[config.mk]
export PLATFORM = sky130hd
export DESIGN_NAME = waySelect
export DESIGN_NICKNAME = d
export VERILOG_FILES = /design/src/cachePkg.sv /design/src/waySelect.sv
export SDC_FILE = /design/constraint.sdc
export NUM_CORES = 1
export LEC_CHECK = 0
export ABC_AREA = 1
export BUFFER_PORTS_ARGS = -buffer_cell sky130_fd_sc_hd__buf_2
export CAP_MARGIN = 20
export CORE_MARGIN = 8
export CORE_UTILIZATION = 25
export CTS_CLUSTER_DIAMETER = 40
export DETAILED_ROUTE_END_ITERATION = 8
export PLACE_DENSITY_LB_ADDON = 0.05
export RECOVER_POWER = 100
export SYNTH_ARGS = -nofsm -noshare
export SYNTH_HDL_FRONTEND = slang
export SYNTH_SLANG_ARGS = --single-unit
[constraint.sdc]
create_clock -name clk -period 2.7 [get_ports clk]
set_input_delay 0.54 -clock clk [delete_from_list [all_inputs] [get_ports clk]]
set_output_delay 0.54 -clock clk [all_outputs]
set_load 0.02 [all_outputs]
[src/cachePkg.sv]
package cachePkg;

   // data words are 16 bits wide, and so is the processor byte address
   localparam int wordWidth = 16;
   localparam int addrWidth = 16;

   // three word-index bits give eight words in every block
   localparam int offsetBits = 3;
   localparam int blockWords = 2 ** offsetBits;

   // default set-index width, which the top level may override
   localparam int setBits = 6;

   // the tag is whatever sits above the set index and the word offset
   // bit 0 of the byte address is dropped since every access is a full word
   localparam int tagBits = addrWidth - setBits - offsetBits - 1;

   // a processor request as the controller captures it
   // the write data travels next to it on its own bus
   typedef struct packed {
      logic [addrWidth-1:0] addr;
      logic                 write;
   } cacheReqT;

   // what one way returns a cycle after a set was presented
   typedef struct packed {
      logic                 valid;
      logic [tagBits-1:0]   tag;
      logic [wordWidth-1:0] word;
   } wayEntryT;

   // the combined view of both ways for the current request
   // victimWay is the set's LRU bit, 0 evicts the even block and 1 the odd one
   typedef struct packed {
      logic                 hit;
      logic                 hitWay;
      logic                 victimWay;
      logic [wordWidth-1:0] word;
   } lookupResultT;

   // controller states, one per clock except where memory ack is awaited
   typedef enum logic [2:0] {
      idle,
      lookup,
      decide,
      fill,
      fillLast,
      writeMem,
      respond
   } ctrlStateT;

endpackage

[src/waySelect.sv]
`timescale 1ns/100ps

module waySelect #(
   parameter int SET_BITS = cachePkg::setBits
) (
   input  logic                         clk,
   input  logic                         arstN,
   input  cachePkg::wayEntryT           way0,
   input  cachePkg::wayEntryT           way1,
   input  logic [cachePkg::tagBits-1:0] reqTag,
   input  logic [SET_BITS-1:0]          lruSet,
   input  logic                         touch,
   input  logic                         touchWay,
   output cachePkg::lookupResultT       result
);

   localparam int SETS = 2 ** SET_BITS;

   // one LRU bit per set, 0 means the even way goes next and 1 the odd way
   logic [SETS-1:0] lruQ;

   // per-way tag match, only meaningful when the way holds a valid block
   logic match0;
   logic match1;

   assign match0 = way0.valid && (way0.tag == reqTag);
   assign match1 = way1.valid && (way1.tag == reqTag);

   // both ways should never match together since a refill only targets a
   // missing tag, but if they do the even way wins
   always_comb begin
      result.hit       = match0 || match1;
      result.hitWay    = !match0 && match1;
      result.victimWay = lruQ[lruSet];
      result.word      = match0 ? way0.word : way1.word;
   end

   // the way just used becomes most recent, so the bit points at the other
   // one. All sets start out evicting the even way
   always_ff @(posedge clk or negedge arstN) begin
      if (!arstN) begin
         lruQ <= '0;
      end else if (touch) begin
         lruQ[lruSet] <= !touchWay;
      end
   end

endmodule

### Yosys cells after proc, flatten, opt, wreduce, memory -nomap -nowiden

Cells that the tools add are included.

| word-level totals | value |
|---|---|
| flip-flop bits (word level) | 64 |
| word-level logic and storage cells | 18 |
| output and inout port bits | 19 |

| operators by class | value |
|---|---|
| eq/ne operators | 2 |
| mux-type cells | 6 |
| reductions and logical operators | 7 |
| $lt $le $gt $ge | 2 |

Operators by type and width:

| operator | number |
|---|---|
| 64-bit bitwise mux | 1 |
| 16-bit 2-to-1 mux | 1 |
| 6-bit == test | 2 |
| 6-bit by 7-bit < comparator with 1-bit output, second input constant | 1 |
| 1-bit binary-select mux with 6-bit select | 1 |
| 1-bit demux with 6-bit select | 1 |
| 6-bit by 1-bit >= comparator with 1-bit output, second input constant | 1 |
| 1-bit logical AND | 4 |
| 1-bit zero test | 2 |
| 1-bit 2-to-1 mux | 2 |
| 1-bit logical OR | 1 |

### Longest topological paths before layout

Gate-level depths: netlist of the first run.

| logic depth | value |
|---|---|
| depth after elaboration | 5 |
| depth in mapped cells | 13 |
| gate-level depth less buffers | 11 |

### Least setup slack after synthesis of the first run

No wires, ideal clock.

| path | value |
|---|---|
| path type | input-to-output |
| start | input port reqTag[3] in the netlist's numbering |
| end | output port result[17] in the netlist's numbering |
| slack | 0.509 ns |
| path buffers | 1 |
| required time | 2.160 ns |
| data arrival time | 1.651 ns |
| cell stages on the path | 8 |
| cells stage by stage | inv_1 or2_2 nand4_1 nor2_1 nand2_2 inv_2 buf_2 nor2_1 |

RTL lines:

| item | RTL line | text |
|---|---|---|
| from (decl) | waySelect.sv:10 | `input logic [cachePkg::tagBits-1:0] reqTag,` |
| to (decl) | waySelect.sv:14 | `output cachePkg::lookupResultT result` |

==> reports/results.ini, run 1 <==
[setup_path]
critical_path_class=primary input to output port
cp_slowest_stage_delay_ns=0.40
worstPathCellList=buf_2, inv_1, or2_2, nand4_1, nor2_1, nand2_2, inv_1, nand2_1, nand2_1, clkbuf_2
cpMaxStageDelayCell=inv_1
path_buf_inv=4
worstPathArrival_ns=1.94
cp.required_ns=2.16
path_delay_family=buffers and inverters
worst_setup_path_start_kind=primary input
cp_max_fo=17
cp-end-kind=output port
r2r_slack_ns=1.97

[place]
routabilityCongestion=0.8046
portBuffers=80
dp_cells=823
dpl.hpwl_mm=9.283

[detailed_routing]
drtPass1Iterations=4
vias_per_cell=4.465
routedWlPerCell_um=15.49
drt_iter0_markers=283
vias=3746
drc=0
ant_nets=0
routed_wl_mm=13.00

[clocking]
root_buffer=clkbuf_16
htreeDepth=3
cts_buffers=9
hold_buffers=0
cts_tree=built
cts_resized=0
post-cts-setup-buffer-count=0
clkTransAtPathRegs_ns=0.05
cts_num_sinks=64
clock_latency_ns=0.34
cts_buffer_depth=2

[status]
violations=max-capacitance violations, max-slew violations
outcome=finished, violations left

[timing]
fin_skew_ns=0
setup_tns_ns=0
period_needed_ns=2.482
hold_violations=0
fmax_mhz=402.8
rsz0062_at_grt=no
final.period_utilization=0.9194
timing.slew.headroom=-0.03507
report.final.setup_viol=0
tightest_slew_ns=1.553
holdWs_ns=0.5413
final_max_slew_viol_count=26

[layout]
instances_no_fill=839
largest_register=lruQ
finalNetCount=680
largest_reg_flops=64
num_antenna_cells=0
post-route-util=0.3040
drive_above_1_share=0.1910
reg.largest.list=lruQ x64
syn_to_final_growth_pct=20.42

[hold_path]
min_path_type=register to register

[global_routing]
track_usage=0.1345
use_met3=0.04872
grt_util_met1=0.1786
grtUsageMet2=0.2021
first_global_vias=3752
grt-ovfl-total=0
grt_pass1_wl_mm=21.03
grt_max_degree=40
antenna_found_initial=0
busiest_layer=met2

[pwr]
power.density_nw_per_um2=643.1
ir_drop_uv=471.0
p_leak_nw=2.414

[synthesis]
synth_area_sq_um=3953
yosysSeqAreaShare=0.4052
synthTopCellsByArea=dfrtp_1, nand2_1, a31oi_1
synth.top_cell.area_share=0.4052
async_reset_ff_frac=1.000
yosys_warnings=0
synth_flop_cell=dfrtp_1
synth_nets=603
synth_area_per_cell_sq_um=7.306
synth_cell_type_count=32
syn_inst=541
yosys.area.top_type=dfrtp_1
synth_edf_count=0
yosys_register_bits=64

[die]
die_h_um=141.7
start_util=0.2525
die_w_um=141.7
num_rows=46
coreArea_sq_um=15660
die-area_sq_um=20090
ioPinCount=81

[job]
maxCapViolCount=1

## report_power, final
group	internal [W]	switching [W]	leakage, nW
combinational	0.000245	0.000379	1.47
sequential	0.00115	0.0000999	0.796
clock	0.000762	0.000426	0.150
total	0.00216	0.000904	2.41
## cell type report
type	count	area, sq um
fill	1757	10900
multi-input combinational	397	1868
sequential	64	1602
timing repair buffer	97	533.0
tap	216	270.3
clock buffer	13	260.3
inverter	49	186.4
clock inverter	3	40.04
## worst paths after layout
check                               start         end  cells after the start
min in group asynchronous           arstN    lruQ[24]                      1
max in group asynchronous           arstN    lruQ[54]                      2
worst min register to register    lruQ[8]     lruQ[8]                      2
worst max register to register    lruQ[3]     lruQ[3]                      2
worst max-delay path            reqTag[3]  result[10]                     10
worst min-delay path              lruQ[8]     lruQ[8]                      2
## synth_stat cells, types with 4 or more instances
library cell and count:
a21oi_1 57, a31oi_1 48, buf_2 11, buf_4 9, buf_6 5, clkbuf_1 6
dfrtp_1 64, inv_1 42, inv_2 6, nand2_1 187, nand3_1 20, nor2_1 35
nor2_4 4, nor3_4 6, o21ai_0 14, or2_2 5
## cells in the final DEF (no fill, tap or decap), drive strengths merged, types with 3 or more instances in the layout
| cell type | count |
|---|---|
| dfrtp | 64 |
| nand3 | 21 |
| nor2 | 40 |
| nand2 | 190 |
| clkbuf | 38 |
| a31oi | 48 |
| buf | 72 |
| nor4 | 3 |
| a21oi | 57 |
| or2 | 7 |
| o21ai | 14 |
| nor3 | 8 |
| inv | 49 |
## cells by family after synthesis
logic type | share of synthesized area
and+or+nand+nor | 0.3223
buffers and inverters | 0.09813
AOI/OAI and AO/OA | 0.1700
DFF | 0.4052
xor gates and xnor gates | 0.004433
## per-stage QoR
stage	instance area (sq um)	power (W)	worst slack (ns)
final	4760	0.003061	0.2177
after global routing	4760	0.003275	0.06075
after CTS	4887	0.003136	0.2488
after detailed placement	4587	0.001917	0.2545
after global placement	4587	0.001915	0.2168
after floorplan	3953	0.001684	0.5093
## layer usage
layer  wire [um]  up-vias
met1        6530     1694
met3        1050        8
met5           0        -
met2        5308      111
met4         111        0
li1            -     1933
## worst min-delay path, stage by stage (launching register included)
cell	delay, ns
dfrtp_1	0.35
nor2_1	0.05
a21oi_1	0.10
No activity file was read; power rests on OpenSTA's default activity.
==> run 2, diff against run 1 <==
--- a/config.mk
+++ b/config.mk
@@ -5,11 +5,10 @@
 export SDC_FILE = /design/constraint.sdc
 export NUM_CORES = 1
 export LEC_CHECK = 0
-export ABC_AREA = 1
 export BUFFER_PORTS_ARGS = -buffer_cell sky130_fd_sc_hd__buf_2
 export CAP_MARGIN = 20
 export CORE_MARGIN = 8
-export CORE_UTILIZATION = 25
+export CORE_UTILIZATION = 26
 export CTS_CLUSTER_DIAMETER = 40
 export DETAILED_ROUTE_END_ITERATION = 8
 export PLACE_DENSITY_LB_ADDON = 0.05
==> constraint.sdc (replaced) <==
create_clock -name clk -period 2.3 [get_ports clk]
set_input_delay 0.46 -clock clk [delete_from_list [all_inputs] [get_ports clk]]
set_output_delay 0.46 -clock clk [all_outputs]
set_load 0.02 [all_outputs]
==> run 2 against run 1 <==
Compared with the run above:
- the flow finishes with violations (max-capacitance violations, max-slew violations, negative setup slack)
- register-to-register slack lost 0.39 ns
- non-clock buffer count grew 31
- clock power grew 13%
- synthesized cell count shrank 34%
- setup slack lost 0.43 ns
- combinational power shrank 9.9%
- global-route usage grew 0.35 points
- area after synthesis shrank 9.5%
- final area shrank 0.79%
==> reports/results.ini, run 2 <==
[setup_path]
critical_path_class=register to output port
worstPathArrival_ns=2.05
worstPathCellList=mux4_2, mux2_4, and3_4, o21ai_2, nand4_1, buf_4
cp_slowest_stage_delay_ns=0.48
cp-end-kind=output port
cp_max_fo=2
reg2regPathDepth=2
worst_setup_path_start_kind=register
worstReg2RegStart=lruQ[50]
cpMaxStageDelayCell=mux4_2
reg2reg_to=lruQ[50]
cp.required_ns=1.84
r2r_slack_ns=1.58

[layout]
finalNetCount=520
syn_to_final_growth_pct=32.05
largest_register=lruQ
largest_reg_flops=64
final_area_sq_um=4722
reg.largest.list=lruQ x64
num_antenna_cells=0
layout_commonest_cell=buf_2
drive_above_1_share=0.3391
final_cell_mix=buf_2, o21ai_0, o31ai_1, dfrtp_1, buf_4

[synthesis]
synth_edf_count=0
yosys.area.top_type=dfrtp_1
netlist_top_cells_count=o21ai_0, dfrtp_1, o31ai_1, clkbuf_1, mux2_2
synth_flop_cell=dfrtp_1
syn_inst=355
yosysMostFrequentCell=o21ai_0
synth_area_sq_um=3576
synth_cell_type_count=38
synth_nets=417
yosys_warnings=0
synth_area_per_cell_sq_um=10.07
synth.top_cell.area_share=0.4479
yosys_register_bits=64
async_reset_ff_frac=1.000
synthTopCellsByArea=dfrtp_1, o31ai_1, o21ai_0
yosysSeqAreaShare=0.4479

[detailed_routing]
drtPass1Iterations=5
drt_iter0_markers=262
vias_per_cell=4.921
vias=3164
routed_wl_mm=11.61
drc=0
ant_nets=0
routedWlPerCell_um=18.05

[clocking]
cts_num_sinks=64
cts_buffer_depth=2
hold_buffers=0
htreeDepth=3
cts_tree=built
clkTransAtPathRegs_ns=0.05
cts_buffers=9
root_buffer=clkbuf_16
clock_latency_ns=0.34

[global_routing]
use_met3=0.04405
grt_pass1_wl_mm=19.27
grt_max_degree=65
busiest_layer=met2
first_global_vias=3326
track_usage=0.1380
grt_util_met1=0.1767
grt-ovfl-total=0
antenna_found_initial=0
grtUsageMet2=0.2203

[timing]
final.period_utilization=1.091
fin_skew_ns=0
period_needed_ns=2.510
holdWs_ns=0.5040
tightest_slew_ns=1.687
final_max_slew_viol_count=65
report.final.setup_viol=17
setup_tns_ns=-2.062
rsz0062_at_grt=yes
fmax_mhz=398.3
timing.slew.headroom=-0.1245
hold_violations=0
worst_slack_ns=-0.2104

[die]
num_rows=43
die-area_sq_um=17760
ioPinCount=81
die_w_um=133.3
coreArea_sq_um=13670
die_h_um=133.3
start_util=0.2617

[hold_path]
min_to=lruQ[53]
min_path_cells=2
min_path_type=register to register
hold_start=lruQ[53]

[place]
placed_area_sq_um=4462
routabilityCongestion=0.7669
pre_cts_ws_ns=-0.2941
portBuffers=80
dpl.hpwl_mm=8.336

[status]
violations=max-capacitance violations, max-slew violations, negative setup slack
outcome=finished, violations left

[pwr]
p_seq_frac=0.416
switchingPower_w=0.0008927
ir_drop_uv=406.3
switching_share=0.2736
p_comb_frac=0.172
intPower_w=0.002370
clkPwrFrac=0.412
p_leak_nw=2.001
power.density_nw_per_um2=691.0

[job]
maxCapViolCount=1

[run 2: layout make-up]
| class | count | area, sq um |
|---|---|---|
| Multi-Input combinational cell | 252 | 1842 |
| Clock buffer | 10 | 229.0 |
| Timing Repair Buffer | 128 | 753.2 |
| Fill cell | 1439 | 8944 |
| Sequential cell | 64 | 1602 |
| Inverter | 3 | 11.26 |
| Clock inverter | 6 | 60.06 |
| Tap cell | 180 | 225.2 |
[run 2: kinds of logic after synthesis]
family	synth area share
muxes	0.1060
DFF	0.4479
xor gates and xnor gates	0.02939
and+or+nand+nor	0.09518
AOI/OAI and AO/OA	0.2764
buffers and inverters	0.04514
[run 2: metrics by stage]
stage / utilization / power, W / std cells
finish: 0.3455 / 0.003263 / 643
detailed placement: 0.3265 / 0.001943 / 627
global route: 0.3455 / 0.003453 / 643
global placement: 0.3265 / 0.001939 / 627
CTS: 0.3494 / 0.003322 / 643
floorplan: - / 0.001686 / 355
[run 2: power groups by stage]
stage	Clock, W	Combinational [W]	Sequential (W)
after global placement	0	0.000556	0.00138
after detailed placement	0	0.000567	0.00138
final	0.00134	0.000562	0.00136
after global routing	0.00144	0.000635	0.00137
after CTS	0.00139	0.000576	0.00136
after floorplan	0	0.000351	0.00133
[run 2: critical path: cells and delay by family (launching register included)]
family	cells	cell delay, ns
multiplexers	2	0.76
flip-flops	1	0.39
AO/OA/AOI/OAI	1	0.10
buffers and inverters	1	0.19
AND/OR/NAND/NOR	2	0.28
[run 2: how the worst max path moves through the flow]
stage | startpoint | endpoint | depth (start not counted)
after detailed placement | lruSet[1] | result[16] | 7
final | lruQ[47] | result[16] | 6
after floorplan | lruSet[2] | result[16] | 7
after global placement | lruSet[1] | result[16] | 7
after CTS | lruQ[13] | result[16] | 6
after global routing | lruQ[62] | result[16] | 6
[run 2: routing by layer]
layer | part of all wire | wire length [um] | vias up
met3 | 0.049 | 572 | 7
met2 | 0.47 | 5490 | 72
li1 | - | - | 1575
met1 | 0.47 | 5438 | 1510
met4 | 0.0092 | 107 | 0
met5 | 0 | 0 | -
[run 2: what timing repair did]
action,in CTS,in global routing
setup endpoints to repair,1,17
resized for setup,8,10
pin swaps,2,1
buffers inserted,0,0
cloned,0,0
