[src/cachePkg.sv]
package cachePkg;

   // data words are 16 bits wide, and so is the processor byte address
   localparam int wordWidth = 16;
   localparam int addrWidth = 16;

   // three word-index bits give eight words in every block
   localparam int offsetBits = 3;
   localparam int blockWords = 2 ** offsetBits;

   // default set-index width, which the top level may override
   localparam int setBits = 6;

   // the tag is whatever sits above the set index and the word offset
   // bit 0 of the byte address is dropped since every access is a full word
   localparam int tagBits = addrWidth - setBits - offsetBits - 1;

   // a processor request as the controller captures it
   // the write data travels next to it on its own bus
   typedef struct packed {
      logic [addrWidth-1:0] addr;
      logic                 write;
   } cacheReqT;

   // what one way returns a cycle after a set was presented
   typedef struct packed {
      logic                 valid;
      logic [tagBits-1:0]   tag;
      logic [wordWidth-1:0] word;
   } wayEntryT;

   // the combined view of both ways for the current request
   // victimWay is the set's LRU bit, 0 evicts the even block and 1 the odd one
   typedef struct packed {
      logic                 hit;
      logic                 hitWay;
      logic                 victimWay;
      logic [wordWidth-1:0] word;
   } lookupResultT;

   // controller states, one per clock except where memory ack is awaited
   typedef enum logic [2:0] {
      idle,
      lookup,
      decide,
      fill,
      fillLast,
      writeMem,
      respond
   } ctrlStateT;

endpackage

[src/cacheControl.sv]
`timescale 1ns/100ps

module cacheControl #(
   parameter int SET_BITS = cachePkg::setBits
) (
   input  logic                            clk,
   input  logic                            arstN,
   input  cachePkg::cacheReqT              req,
   input  logic                            reqValid,
   input  logic [cachePkg::wordWidth-1:0]  reqData,
   input  cachePkg::lookupResultT          result,
   input  logic [cachePkg::wordWidth-1:0]  memDatR,
   input  logic                            memAck,
   output logic                            reqAck,
   output logic [cachePkg::wordWidth-1:0]  rspData,
   output logic                            memCyc,
   output logic                            memStb,
   output logic                            memWe,
   output logic [cachePkg::addrWidth-1:0]  memAdr,
   output logic [cachePkg::wordWidth-1:0]  memDatW,
   output logic [SET_BITS-1:0]             rdSet,
   output logic [SET_BITS-1:0]             wrSet,
   output logic [cachePkg::offsetBits-1:0] wrWord,
   output logic [cachePkg::wordWidth-1:0]  wrData,
   output logic [cachePkg::tagBits-1:0]    wrTag,
   output logic                            wrValid,
   output logic [1:0]                      wrEnWay,
   output logic [cachePkg::tagBits-1:0]    reqTag,
   output logic                            touch,
   output logic                            touchWay
);

   // the byte address is laid out as tag, set, word index, byte bit
   localparam int SET_LSB = cachePkg::offsetBits + 1;

   // fill covers every word but the last, fillLast takes the final one
   localparam logic [cachePkg::offsetBits-1:0] LAST_FILL_WORD =
      cachePkg::offsetBits'(cachePkg::blockWords - 2);

   cachePkg::ctrlStateT state;
   cachePkg::ctrlStateT stateNext;

   // captured request, write data and response word
   cachePkg::cacheReqT             reqQ;
   logic [cachePkg::wordWidth-1:0] dataQ;
   logic [cachePkg::wordWidth-1:0] rspQ;

   // refill bookkeeping
   logic [cachePkg::offsetBits-1:0] wordCntQ;
   logic                            fillWayQ;

   // high for the one clock after a memory ack, which holds stb low between
   // two words of a refill
   logic gapQ;

   logic                            fillPhase;
   logic                            memDone;
   logic [cachePkg::offsetBits-1:0] reqWord;

   assign reqTag  = reqQ.addr[cachePkg::addrWidth-1 -: cachePkg::tagBits];
   assign rdSet   = reqQ.addr[SET_LSB +: SET_BITS];
   assign wrSet   = reqQ.addr[SET_LSB +: SET_BITS];
   assign reqWord = reqQ.addr[1 +: cachePkg::offsetBits];

   // master side, cyc stays up across the whole eight-word refill
   assign fillPhase = (state == cachePkg::fill) || (state == cachePkg::fillLast);
   assign memCyc    = fillPhase || (state == cachePkg::writeMem);
   assign memStb    = memCyc && !gapQ;
   assign memWe     = (state == cachePkg::writeMem);
   assign memDone   = memStb && memAck;
   assign memDatW   = dataQ;

   // refill reads walk the block from its base, a write goes to the word itself
   assign memAdr = memWe ? {reqQ.addr[cachePkg::addrWidth-1:1], 1'b0}
                         : {reqQ.addr[cachePkg::addrWidth-1:SET_LSB], wordCntQ, 1'b0};

   // slave side answers for exactly one clock
   assign reqAck  = (state == cachePkg::respond);
   assign rspData = rspQ;

   // array write port, fed from memory during a refill and from the
   // processor on a write hit
   assign wrWord  = fillPhase ? wordCntQ : reqWord;
   assign wrData  = fillPhase ? memDatR : dataQ;
   assign wrTag   = reqTag;
   assign wrValid = fillPhase;

   always_comb begin
      stateNext = state;
      wrEnWay   = 2'b00;
      touch     = 1'b0;
      touchWay  = fillPhase ? fillWayQ : result.hitWay;
      case (state)
         cachePkg::idle: begin
            if (reqValid) begin
               stateNext = cachePkg::lookup;
            end
         end
         // the arrays are reading the captured set during this clock
         cachePkg::lookup: begin
            stateNext = cachePkg::decide;
         end
         cachePkg::decide: begin
            if (reqQ.write) begin
               // writes never allocate and leave the LRU alone
               wrEnWay[result.hitWay] = result.hit;
               stateNext = cachePkg::writeMem;
            end else if (result.hit) begin
               touch     = 1'b1;
               stateNext = cachePkg::respond;
            end else begin
               stateNext = cachePkg::fill;
            end
         end
         cachePkg::fill: begin
            wrEnWay[fillWayQ] = memDone;
            if (memDone && (wordCntQ == LAST_FILL_WORD)) begin
               stateNext = cachePkg::fillLast;
            end
         end
         cachePkg::fillLast: begin
            wrEnWay[fillWayQ] = memDone;
            if (memDone) begin
               // the refilled way is now the most recent one
               touch     = 1'b1;
               stateNext = cachePkg::respond;
            end
         end
         cachePkg::writeMem: begin
            if (memDone) begin
               stateNext = cachePkg::respond;
            end
         end
         cachePkg::respond: begin
            stateNext = cachePkg::idle;
         end
         default: begin
            stateNext = cachePkg::idle;
         end
      endcase
   end

   always_ff @(posedge clk or negedge arstN) begin
      if (!arstN) begin
         state    <= cachePkg::idle;
         wordCntQ <= '0;
         gapQ     <= 1'b0;
      end else begin
         state <= stateNext;
         gapQ  <= memDone;
         if (state == cachePkg::idle) begin
            wordCntQ <= '0;
         end else if (fillPhase && memDone) begin
            wordCntQ <= wordCntQ + 1'b1;
         end
      end
   end

   always_ff @(posedge clk) begin
      if ((state == cachePkg::idle) && reqValid) begin
         reqQ  <= req;
         dataQ <= reqData;
      end
      if (state == cachePkg::decide) begin
         fillWayQ <= result.victimWay;
         rspQ     <= result.word;
      end
      // keep the requested word as it streams past during a refill
      if (fillPhase && memDone && (wordCntQ == reqWord)) begin
         rspQ <= memDatR;
      end
   end

endmodule

[config.mk]
export PLATFORM = sky130hd
export DESIGN_NAME = cacheControl
export DESIGN_NICKNAME = d
export VERILOG_FILES = /design/src/cachePkg.sv /design/src/cacheControl.sv
export SDC_FILE = /design/constraint.sdc
export NUM_CORES = 1
export LEC_CHECK = 0
export CORE_MARGIN = 10
export CORE_UTILIZATION = 63
export DETAILED_ROUTE_END_ITERATION = 10
export DONT_BUFFER_PORTS = 1
export HOLD_SLACK_MARGIN = 0.02
export PLACE_DENSITY = 0.79
export REMOVE_ABC_BUFFERS = 1
export SLEW_MARGIN = 20
export SYNTH_ARGS = -nofsm -noshare
export SYNTH_HDL_FRONTEND = slang
export SYNTH_SLANG_ARGS = --single-unit
[constraint.sdc]
create_clock -name clk -period 2.7 [get_ports clk]
set_input_delay 0.81 -clock clk [delete_from_list [all_inputs] [get_ports clk]]
set_output_delay 0.81 -clock clk [all_outputs]
set_load 0.02 [all_outputs]
== After elaboration in Yosys (flattened, before gate mapping) ==
Index checks and enable logic that the tools add are counted.

* Add/sub/neg operators: 1
* Magnitude comparators: 4
* Eq/ne operators: 11
* Muxes and demuxes: 24
* Bitwise operators: 2
* Reductions and logical operators: 17

{| class="wikitable"
|+ Operators by type and width
! cell !! number
|-
| 16-bit 2-to-1 mux || 3
|-
| 3-bit 2-to-1 mux || 8
|-
| 3-bit case mux with 5 select lines || 1
|-
| 3-bit == test (second input constant) || 4
|-
| 1-bit logical AND || 8
|-
| 3-bit by 2-bit == test with 1-bit output (second input constant) || 2
|-
| 1-bit 2-to-1 mux || 6
|-
| 2-bit bitwise AND || 2
|-
| 1-bit by 2-bit < comparator with 1-bit output (second input constant) || 2
|-
| 4-bit 2-to-1 mux || 1
|-
| 2-bit by 1-bit != test with 1-bit output (second input constant) || 2
|-
| 2-bit case mux with 2 select lines || 1
|-
| 2-bit nonzero test || 2
|-
| 2-bit OR reduction || 2
|-
| 3-bit by 1-bit adder with 3-bit output (second input constant) || 1
|-
| 3-bit by 1-bit == test with 1-bit output (second input constant) || 1
|-
| 3-bit == test || 1
|-
| 3-bit logical NOT || 1
|-
| 3-bit AND reduction || 1
|-
| 1-bit demux with 1-bit select || 2
|-
| 1-bit >= comparator (second input constant) || 2
|-
| 1-bit logical OR || 2
|-
| 2-bit 2-to-1 mux || 1
|-
| 2-bit != test (second input constant) || 1
|-
| other kinds (2) || 2
|}

* Flip-flop bits (word level): 57
* Input port bits: 72
* Output and inout port bits: 100
* Logic and storage cells: 67

== Depth between registers and ports, before layout ==
Gate-level depths: netlist of run 1.

* Word-level depth: 8
* Mapped depth: 6
* Gate-level depth less buffers: 5

== Least setup slack after synthesis of run 1 ==
Ideal clock, no wire load.

* Path kind: input to register
* From: input memAck
* To: register rspQ, in the netlist rspData[0], enable pin
* Setup time: 0.395 ns
* Data arrival time: 2.093 ns
* Required time: 2.305 ns
* Path slack: 0.212 ns
* Stages on the path: 4
* Path buffers: 1
* Path through: nor2b_1 > buf_4 > nand4_1 > o22ai_1

* Cells in the longest elaborated chain, start to end: 4

{| class="wikitable"
|+ RTL lines
! element !! RTL line !! text
|-
| start: declaration || cacheControl.sv:13 || <nowiki>input logic memAck,</nowiki>
|-
| 1-bit logical AND || cacheControl.sv:70 || <nowiki>assign memDone = memStb && memAck;</nowiki>
|-
| 1-bit logical AND (2 in a row) || cacheControl.sv:169 || <nowiki>if (fillPhase && memDone && (wordCntQ == reqWord)) begin</nowiki>
|-
| 2-bit nonzero test (no source line) || - ||
|-
| end signal: assignment || cacheControl.sv:166 || <nowiki>rspQ <= result.word;</nowiki>
|-
| end signal: assignment || cacheControl.sv:170 || <nowiki>rspQ <= memDatR;</nowiki>
|-
| end: declaration || cacheControl.sv:46 || <nowiki>logic [cachePkg::wordWidth-1:0] rspQ;</nowiki>
|}

No other way between the ends.
A chain may end at the register's enable or synchronous reset.

== Final worst setup path of run 1 ==
* From: register state[0]
* To: output wrEnWay[1]

* Cells in the longest elaborated chain, start to end: 7
* Elaborated cells on any way between the ends: 11
* Those cells by class: 4 x eq/ne; 1 x mux; 1 x bitwise; 5 x reduce/logical

{| class="wikitable"
|+ RTL lines
! element !! RTL line !! text
|-
| start: declaration || cacheControl.sv:40 || <nowiki>cachePkg::ctrlStateT state;</nowiki>
|-
| start signal: assignment || cacheControl.sv:145 || <nowiki>state <= cachePkg::idle;</nowiki>
|-
| start signal: assignment || cacheControl.sv:149 || <nowiki>state <= stateNext;</nowiki>
|-
| 3-bit by 2-bit == test with 1-bit output / 3-bit == test (equally long branches) || cacheControl.sv:66, cacheControl.sv:93 ||
|-
| 1-bit logical OR || cacheControl.sv:66 || <nowiki>assign fillPhase = (state == cachePkg::fill) || (state == cachePkg::fillLast);</nowiki>
|-
| 1-bit logical OR || cacheControl.sv:67 || <nowiki>assign memCyc = fillPhase || (state == cachePkg::writeMem);</nowiki>
|-
| 1-bit logical AND || cacheControl.sv:68 || <nowiki>assign memStb = memCyc && !gapQ;</nowiki>
|-
| 1-bit logical AND || cacheControl.sv:70 ||
|-
| 2-bit bitwise AND (no source line) || - ||
|-
| 2-bit case mux with 2 select lines * || cacheControl.sv:93 || <nowiki>case (state)</nowiki>
|-
| end: declaration || cacheControl.sv:27 || <nowiki>output logic [1:0] wrEnWay,</nowiki>
|}

Every way passes the cells marked *; elsewhere a longest branch is shown, timed or not.

==> out/results.txt, run 1 <==
Crit path max fanout -> 7
GRT Total Usage -> 0.171
Final Non-Filler Cells -> 249
Yosys Warn Count -> 0
CTS tree -> yes
Worst-path clk slew -> 0.10 ns
Die Span X -> 87.1 um
Final period util -> 0.982
Compound-Gate Fraction of Synth Area -> 0.0574
Hold buffer count at cts -> 0
Hold WC Path Type -> in2async
Pre-CTS WS -> 0.159 ns
Gr ovfl total -> 0
Worst EP arrival -> 1.84 ns
Critical-path cell list -> nor2b_4 -> a22oi_2 -> buf_6 -> buf_6 -> o41ai_2 -> buf_4
CORE AREA -> 0.00435 mm^2
Psw -> 0.00159 W
Total power -> 0.00361 W
# setup viols final -> 0
Max cap viols -> 0
Vias in the first global route -> 1638
Max-slew violation count -> 0
Die Ht -> 87.1 um
Vias post-DR -> 1592
Clock network fraction of design power -> 0.123
Switching Share -> 0.440
Dpl cells -> 233
Req. time, crit path -> 1.89 ns
Adder-Cell Fraction of Synth Area -> 0.00883
PortBufs -> 0
Top FF cell, synth -> edfxtp_1
ANT nets after route -> 0
DRC Markers -> 0
Initial core utilization -> 0.651
Final min period -> 2.65 ns
First-pass DRT Iterations -> 4
Post-synth EDFFs -> 49
Synth Instances -> 212
Flop pwr share -> 0.462
Clk Latency, worst-skew pair -> 0.30 ns
IO Count -> 172
Clock Root Buffer -> clkbuf_8
Leak -> 1.07 nW
Slew margin rel. -> 0.583
Commonest cells post-synth -> 49 x edfxtp_1, 39 x buf_4, 37 x mux2_2
R2R Setup Slk -> 0.57 ns
Largest net degree at the start of global routing -> 22
Global-route wire length before repair -> 9830 um
Mux contribution to synthesized area -> 0.147
Synth async-reset ratio -> 0.125
Die area -> 0.00758 mm^2
Post-Synth XOR/XNOR Area -> 0.00927
Htree depth -> 2
CP endpoint kind -> output port
Status -> complete, no violations
Yosys reg bits -> 56
Share of layout cells above drive strength 1 -> 0.391
Largest stage delay on the critical path -> 0.45 ns
Ant. Diodes -> 0
Final Skew -> 0.0106 ns
Routed WL -> 7060 um
Startpoint Class -> register
Post-DP HPWL -> 5520 um
Most frequent cell after synthesis -> edfxtp_1
Largest family of logic cells by synthesized area -> multiplexers
Max Root-Sink Buffers -> 2
Post-synthesis sequential area ratio -> 0.581
Post-synth top area share -> 0.519
Cell mode on critical path -> buf_6
Crit path max-delay cell type -> dfrtp_2
Synthesis-to-finish area growth -> 2.47%
Simple-Gate Fraction of Synth Area -> 0.0667
Largest area contributor in the netlist -> edfxtp_1
Final setup margin -> 0.0474 ns
Peak VDD IR -> 594 uV
Max Clk Rate -> 377 MHz
GPL Wtd Cong -> 0.770
# clock sinks -> 56
FP Rows -> 24
Final hold violations -> 0
1st-iter DRT viols -> 151
Initial antenna violation count -> 0
Top cells by area, synth -> edfxtp_1 52%, mux2_2 15%, buf_4 10%
CP Class -> reg2out
Layout Nets -> 270
Setup TNS -> 0 ns
Syn avg cell area -> 13.4 um^2
PD cells -> 1240 mW/mm^2
Least-Margin Pin Slew -> 0.628 ns
DR vias/cell -> 6.39
Drt wl/cell -> 28.3 um
Clock buffer count from CTS -> 5
Cell variety after synth -> 34
Post-Syn Area -> 0.00283 mm^2
Int Pwr -> 0.00202 W
Combinational group share of total power -> 0.415
[layout by cell type, fill, tap and decap left out, drive strengths merged, types with 3 or more instances in the layout]
master,count
clkbuf,6
nand2,10
o21ai,5
nand2b,5
dfrtp,7
a21oi,5
o22ai,4
nor2,12
buf,22
mux2,37
xnor2,3
inv,7
edfxtp,49
[area by class of cell]
type | count | area (um^2)
sequential | 56 | 1650
fill | 316 | 1450
multi-input combinational | 104 | 877
timing repair buffer | 22 | 196
clock buffer | 6 | 72.6
tap | 52 | 65.1
inverter | 7 | 26.3
clock inverter | 2 | 16.3
[sequential cells by signal, indices dropped and copies added, names as in the netlist]
| signal | cells |
|---|---|
| rspData | 16 |
| gapQ | 1 |
| reqQ | 4 |
| rdSet | 6 |
| memDatW | 16 |
| state | 3 |
| reqTag | 6 |
| wordCntQ | 3 |
| fillWayQ | 1 |
[critical path: cells and delay by family, from the launching register on]
| kind | cells | cell delay (ns) |
|---|---|---|
| buffers and inverters | 3 | 0.46 |
| DFF | 1 | 0.45 |
| AOI/OAI and AO/OA | 2 | 0.41 |
| and+or+nand+nor | 1 | 0.22 |
[through the flow]
step	instance area [um^2]	util	hold slack, ns
2_1_floorplan	2500	-	0.514
3_3_place_gp	2690	0.617	0.515
3_5_place_dp	2690	0.617	0.515
4_1_cts	2790	0.641	0.177
5_1_grt	2900	0.667	0.167
6_report	2900	0.667	0.185
[power groups by stage]
stage | Combinational (W) | Sequential (W) | Clock (W)
floorplan | 0.000937 | 0.00164 | 0
global placement | 0.00124 | 0.00168 | 0
detailed placement | 0.00128 | 0.00169 | 0
CTS | 0.00130 | 0.00168 | 0.000456
global route | 0.00161 | 0.00170 | 0.000486
finish | 0.00150 | 0.00167 | 0.000444
[logic make-up (layout without fill, tap and decap cells)]
logic type               count (synthesis)  in the layout
flip-flops                              56             56
XOR/XNOR                                 3              3
AO/OA/AOI/OAI                           23             23
buffers and inverters                   52             37
multiplexers                            37             37
adder cells (fa/ha/maj)                  2              2
AND/OR/NAND/NOR                         38             38
other                                    1              1
[layer usage]
metal | global-route usage | part of all wire | vias to the layer above
li1 | - | - | 696
met1 | 0.172 | 0.32 | 731
met4 | 0.0545 | 0.010 | 0
met5 | 0 | 0 | -
met2 | 0.296 | 0.54 | 159
met3 | 0.0880 | 0.13 | 6
[path summary, 6_finish.rpt]
kind                                 startpoint                 endpoint  depth (start not counted)
setup / recovery           state[0]$_DFFE_PN0P_               wrEnWay[1]                          6
hold / removal                            arstN     state[0]$_DFFE_PN0P_                          0
setup reg to reg           state[0]$_DFFE_PN0P_    rspData[14]$_DFFE_PP_                          8
hold reg to reg            state[1]$_DFFE_PN0P_     state[1]$_DFFE_PN0P_                          2
max in group asynchronous                 arstN  wordCntQ[0]$_DFFE_PN0P_                          0
min in group clk                     reqData[6]     memDatW[6]$_DFFE_PP_                          0
[repair_timing]
item | 4_1_cts | 5_1_grt
gates resized for setup | 4 | 20
setup endpoints to repair | 21 | 20
gates cloned | 0 | 2
pin swaps | 0 | 1
setup buffers | 1 | 5
endpoints found under the hold margin | 0 | 0
No activity file was read; power rests on OpenSTA's default activity.
==> inputs of run 2 (changes only) <==
--- a/config.mk
+++ b/config.mk
@@ -6,13 +6,13 @@
 export NUM_CORES = 1
 export LEC_CHECK = 0
 export CORE_MARGIN = 10
-export CORE_UTILIZATION = 63
+export CORE_UTILIZATION = 65
 export DETAILED_ROUTE_END_ITERATION = 10
 export DONT_BUFFER_PORTS = 1
 export HOLD_SLACK_MARGIN = 0.02
-export PLACE_DENSITY = 0.79
+export PLACE_DENSITY = 0.81
 export REMOVE_ABC_BUFFERS = 1
-export SLEW_MARGIN = 20
+export SLEW_MARGIN = 0
 export SYNTH_ARGS = -nofsm -noshare
 export SYNTH_HDL_FRONTEND = slang
 export SYNTH_SLANG_ARGS = --single-unit
==> constraint.sdc (replaced) <==
create_clock -name clk -period 3.2 [get_ports clk]
set_input_delay 0.96 -clock clk [delete_from_list [all_inputs] [get_ports clk]]
set_output_delay 0.96 -clock clk [all_outputs]
set_load 0.02 [all_outputs]
==> run 2 against run 1 <==
  * Critical path depth down 1
  * Via count down 3.5%
  * Flip-flop and latch count unchanged
  * Clock power down 17%
  * Register-to-register slack better by 0.35 ns
  * Hold slack better by 0.15 ns
  * Non-clock buffer count down 12
  * Utilization down 0.23 points
  * Clock-buffer cell count unchanged
  * Worst setup slack better by 0.13 ns
  * Clock skew up 0.0071 ns
  * Final area down 5.8%
  * Critical path type unchanged
  * Critical endpoint unchanged
  * Largest cell class unchanged
==> out/results.txt, run 2 (same netlist as run 1, synthesis figures left out) <==
CP endpoint kind -> output port
Max Root-Sink Buffers -> 2
Clock buffer count from CTS -> 5
Hold WC Path Type -> in2async
Clk Latency, worst-skew pair -> 0.30 ns
Gr ovfl total -> 0
Commonest cells after routing, fill and taps aside -> 49 x edfxtp_1, 37 x mux2_2, 11 x nor2_1
Dpl cells -> 227
Worst-path clk slew -> 0.10 ns
Commonest non-fill, non-tap cell in the layout -> edfxtp_1
Leak -> 0.965 nW
Die Span X -> 86.0 um
Final hold violations -> 0
Clock Root Buffer -> clkbuf_8
Max-slew violation count -> 0
PD cells -> 1030 mW/mm^2
First-pass DRT Iterations -> 5
CORE AREA -> 0.00412 mm^2
Fillers -> 299
DRC Markers -> 0
Startpoint Class -> register
Htree depth -> 2
Final Non-Filler Cells -> 235
Synthesis-to-finish area growth -> -3.49%
Share of layout cells above drive strength 1 -> 0.314
IO Count -> 172
# clock sinks -> 56
Post-DP HPWL -> 5530 um
Vias in the first global route -> 1643
1st-iter DRT viols -> 214
FP Rows -> 23
DR vias/cell -> 6.54
Hold buffer count at cts -> 0
Die area -> 0.00740 mm^2
Peak VDD IR -> 553 uV
Resize count post-CTS -> 0
RSZ-0062 raised after global routing -> no
Req. time, crit path -> 2.24 ns
GPL Wtd Cong -> 0.757
Worst EP arrival -> 2.06 ns
Crit path max fanout -> 19
CTS tree -> yes
Layout Nets -> 258
# setup viols final -> 0
Final period util -> 0.945
Least-Margin Pin Slew -> 0.667 ns
Largest net degree at the start of global routing -> 22
GRT Total Usage -> 0.176
Final Skew -> 0.0177 ns
Initial antenna violation count -> 0
ANT nets after route -> 0
Ant. Diodes -> 0
Setup TNS -> 0 ns
Status -> complete, no violations
Vias post-DR -> 1536
Slew margin rel. -> 0.555
Initial core utilization -> 0.689
PortBufs -> 0
Post-CTS setup buffers -> 0
Max cap viols -> 0
Global-route wire length before repair -> 10100 um
CP Class -> reg2out
Die Ht -> 86.0 um
Final min period -> 3.02 ns
Drt wl/cell -> 29.2 um
Routed WL -> 6870 um
Max Clk Rate -> 331 MHz
-- run 2: changes by cell type in the layout (fill, tap and decap cells not counted) --
cell / delta
nor2b_4: -1
buf_4: -7
o32ai_1: +1
dfrtp_2: -3
o22ai_1: +1
nor2_1: +2
buf_6: -5
dfrtp_1: +3
nor2b_2: +1
o22ai_2: -1
nor2_2: -2
mux2_4: -8
o32ai_2: -1
mux2_2: +8
-- run 2: per-layer routing --
layer | routed length [um] | global-route usage | part of all wire | up-vias
li1 | - | - | - | 673
met3 | 914 | 0.0870 | 0.13 | 2
met4 | 28 | 0.0359 | 0.0041 | 0
met2 | 3600 | 0.313 | 0.52 | 141
met1 | 2330 | 0.182 | 0.34 | 720
met5 | 0 | 0 | 0 | -
-- run 2: critical path, stage by stage, from the launching register on --
cell and delay (ns):
dfrtp_1 0.60, nor2b_2 0.29, a22oi_2 0.11, buf_4 0.24, o41ai_2 0.32, buf_4 0.19
-- run 2: final cells by class --
cell class | instances | area (um^2) | area share
inverters | 7 | 26.3 | 0.00961
clock buffers | 6 | 72.6 | 0.0265
multi-input cells | 104 | 823 | 0.301
well taps | 50 | 62.6 | 0.0229
flip-flops and latches | 56 | 1650 | 0.602
repair buffers | 10 | 87.6 | 0.0320
clock inverters | 2 | 16.3 | 0.00595
-- run 2: per-stage QoR --
stage               utilization  cell area (um^2)  setup WS [ns]  power [W]  hold slack (ns)
floorplan                     -              2500          0.187    0.00218            0.601
detailed placement        0.643              2650          0.536    0.00249            0.662
CTS                       0.665              2740          0.181    0.00286            0.324
global route              0.665              2740        0.00994    0.00298            0.315
finish                    0.665              2740          0.176    0.00283            0.335
global placement          0.643              2650          0.550    0.00246            0.637
-- run 2: path summary, 6_finish.rpt --
kind	start	end	slack, ns	cells past startpoint
hold / removal	arstN	wordCntQ[1]$_DFFE_PN0P_	0.34	0
max in group asynchronous	arstN	wordCntQ[2]$_DFFE_PN0P_	2.78	0
min in group clk	wordCntQ[2]$_DFFE_PN0P_	wordCntQ[2]$_DFFE_PN0P_	0.67	2
hold reg to reg	wordCntQ[2]$_DFFE_PN0P_	wordCntQ[2]$_DFFE_PN0P_	0.67	2
setup / recovery	state[0]$_DFFE_PN0P_	wrEnWay[1]	0.18	5
setup reg to reg	state[0]$_DFFE_PN0P_	rspData[3]$_DFFE_PP_	0.92	5
-- run 2: where the power goes --
part	internal [W]	switching, W
sequential	0.00103	0.000406
combinational	0.000370	0.000651
clock	0.000156	0.000212
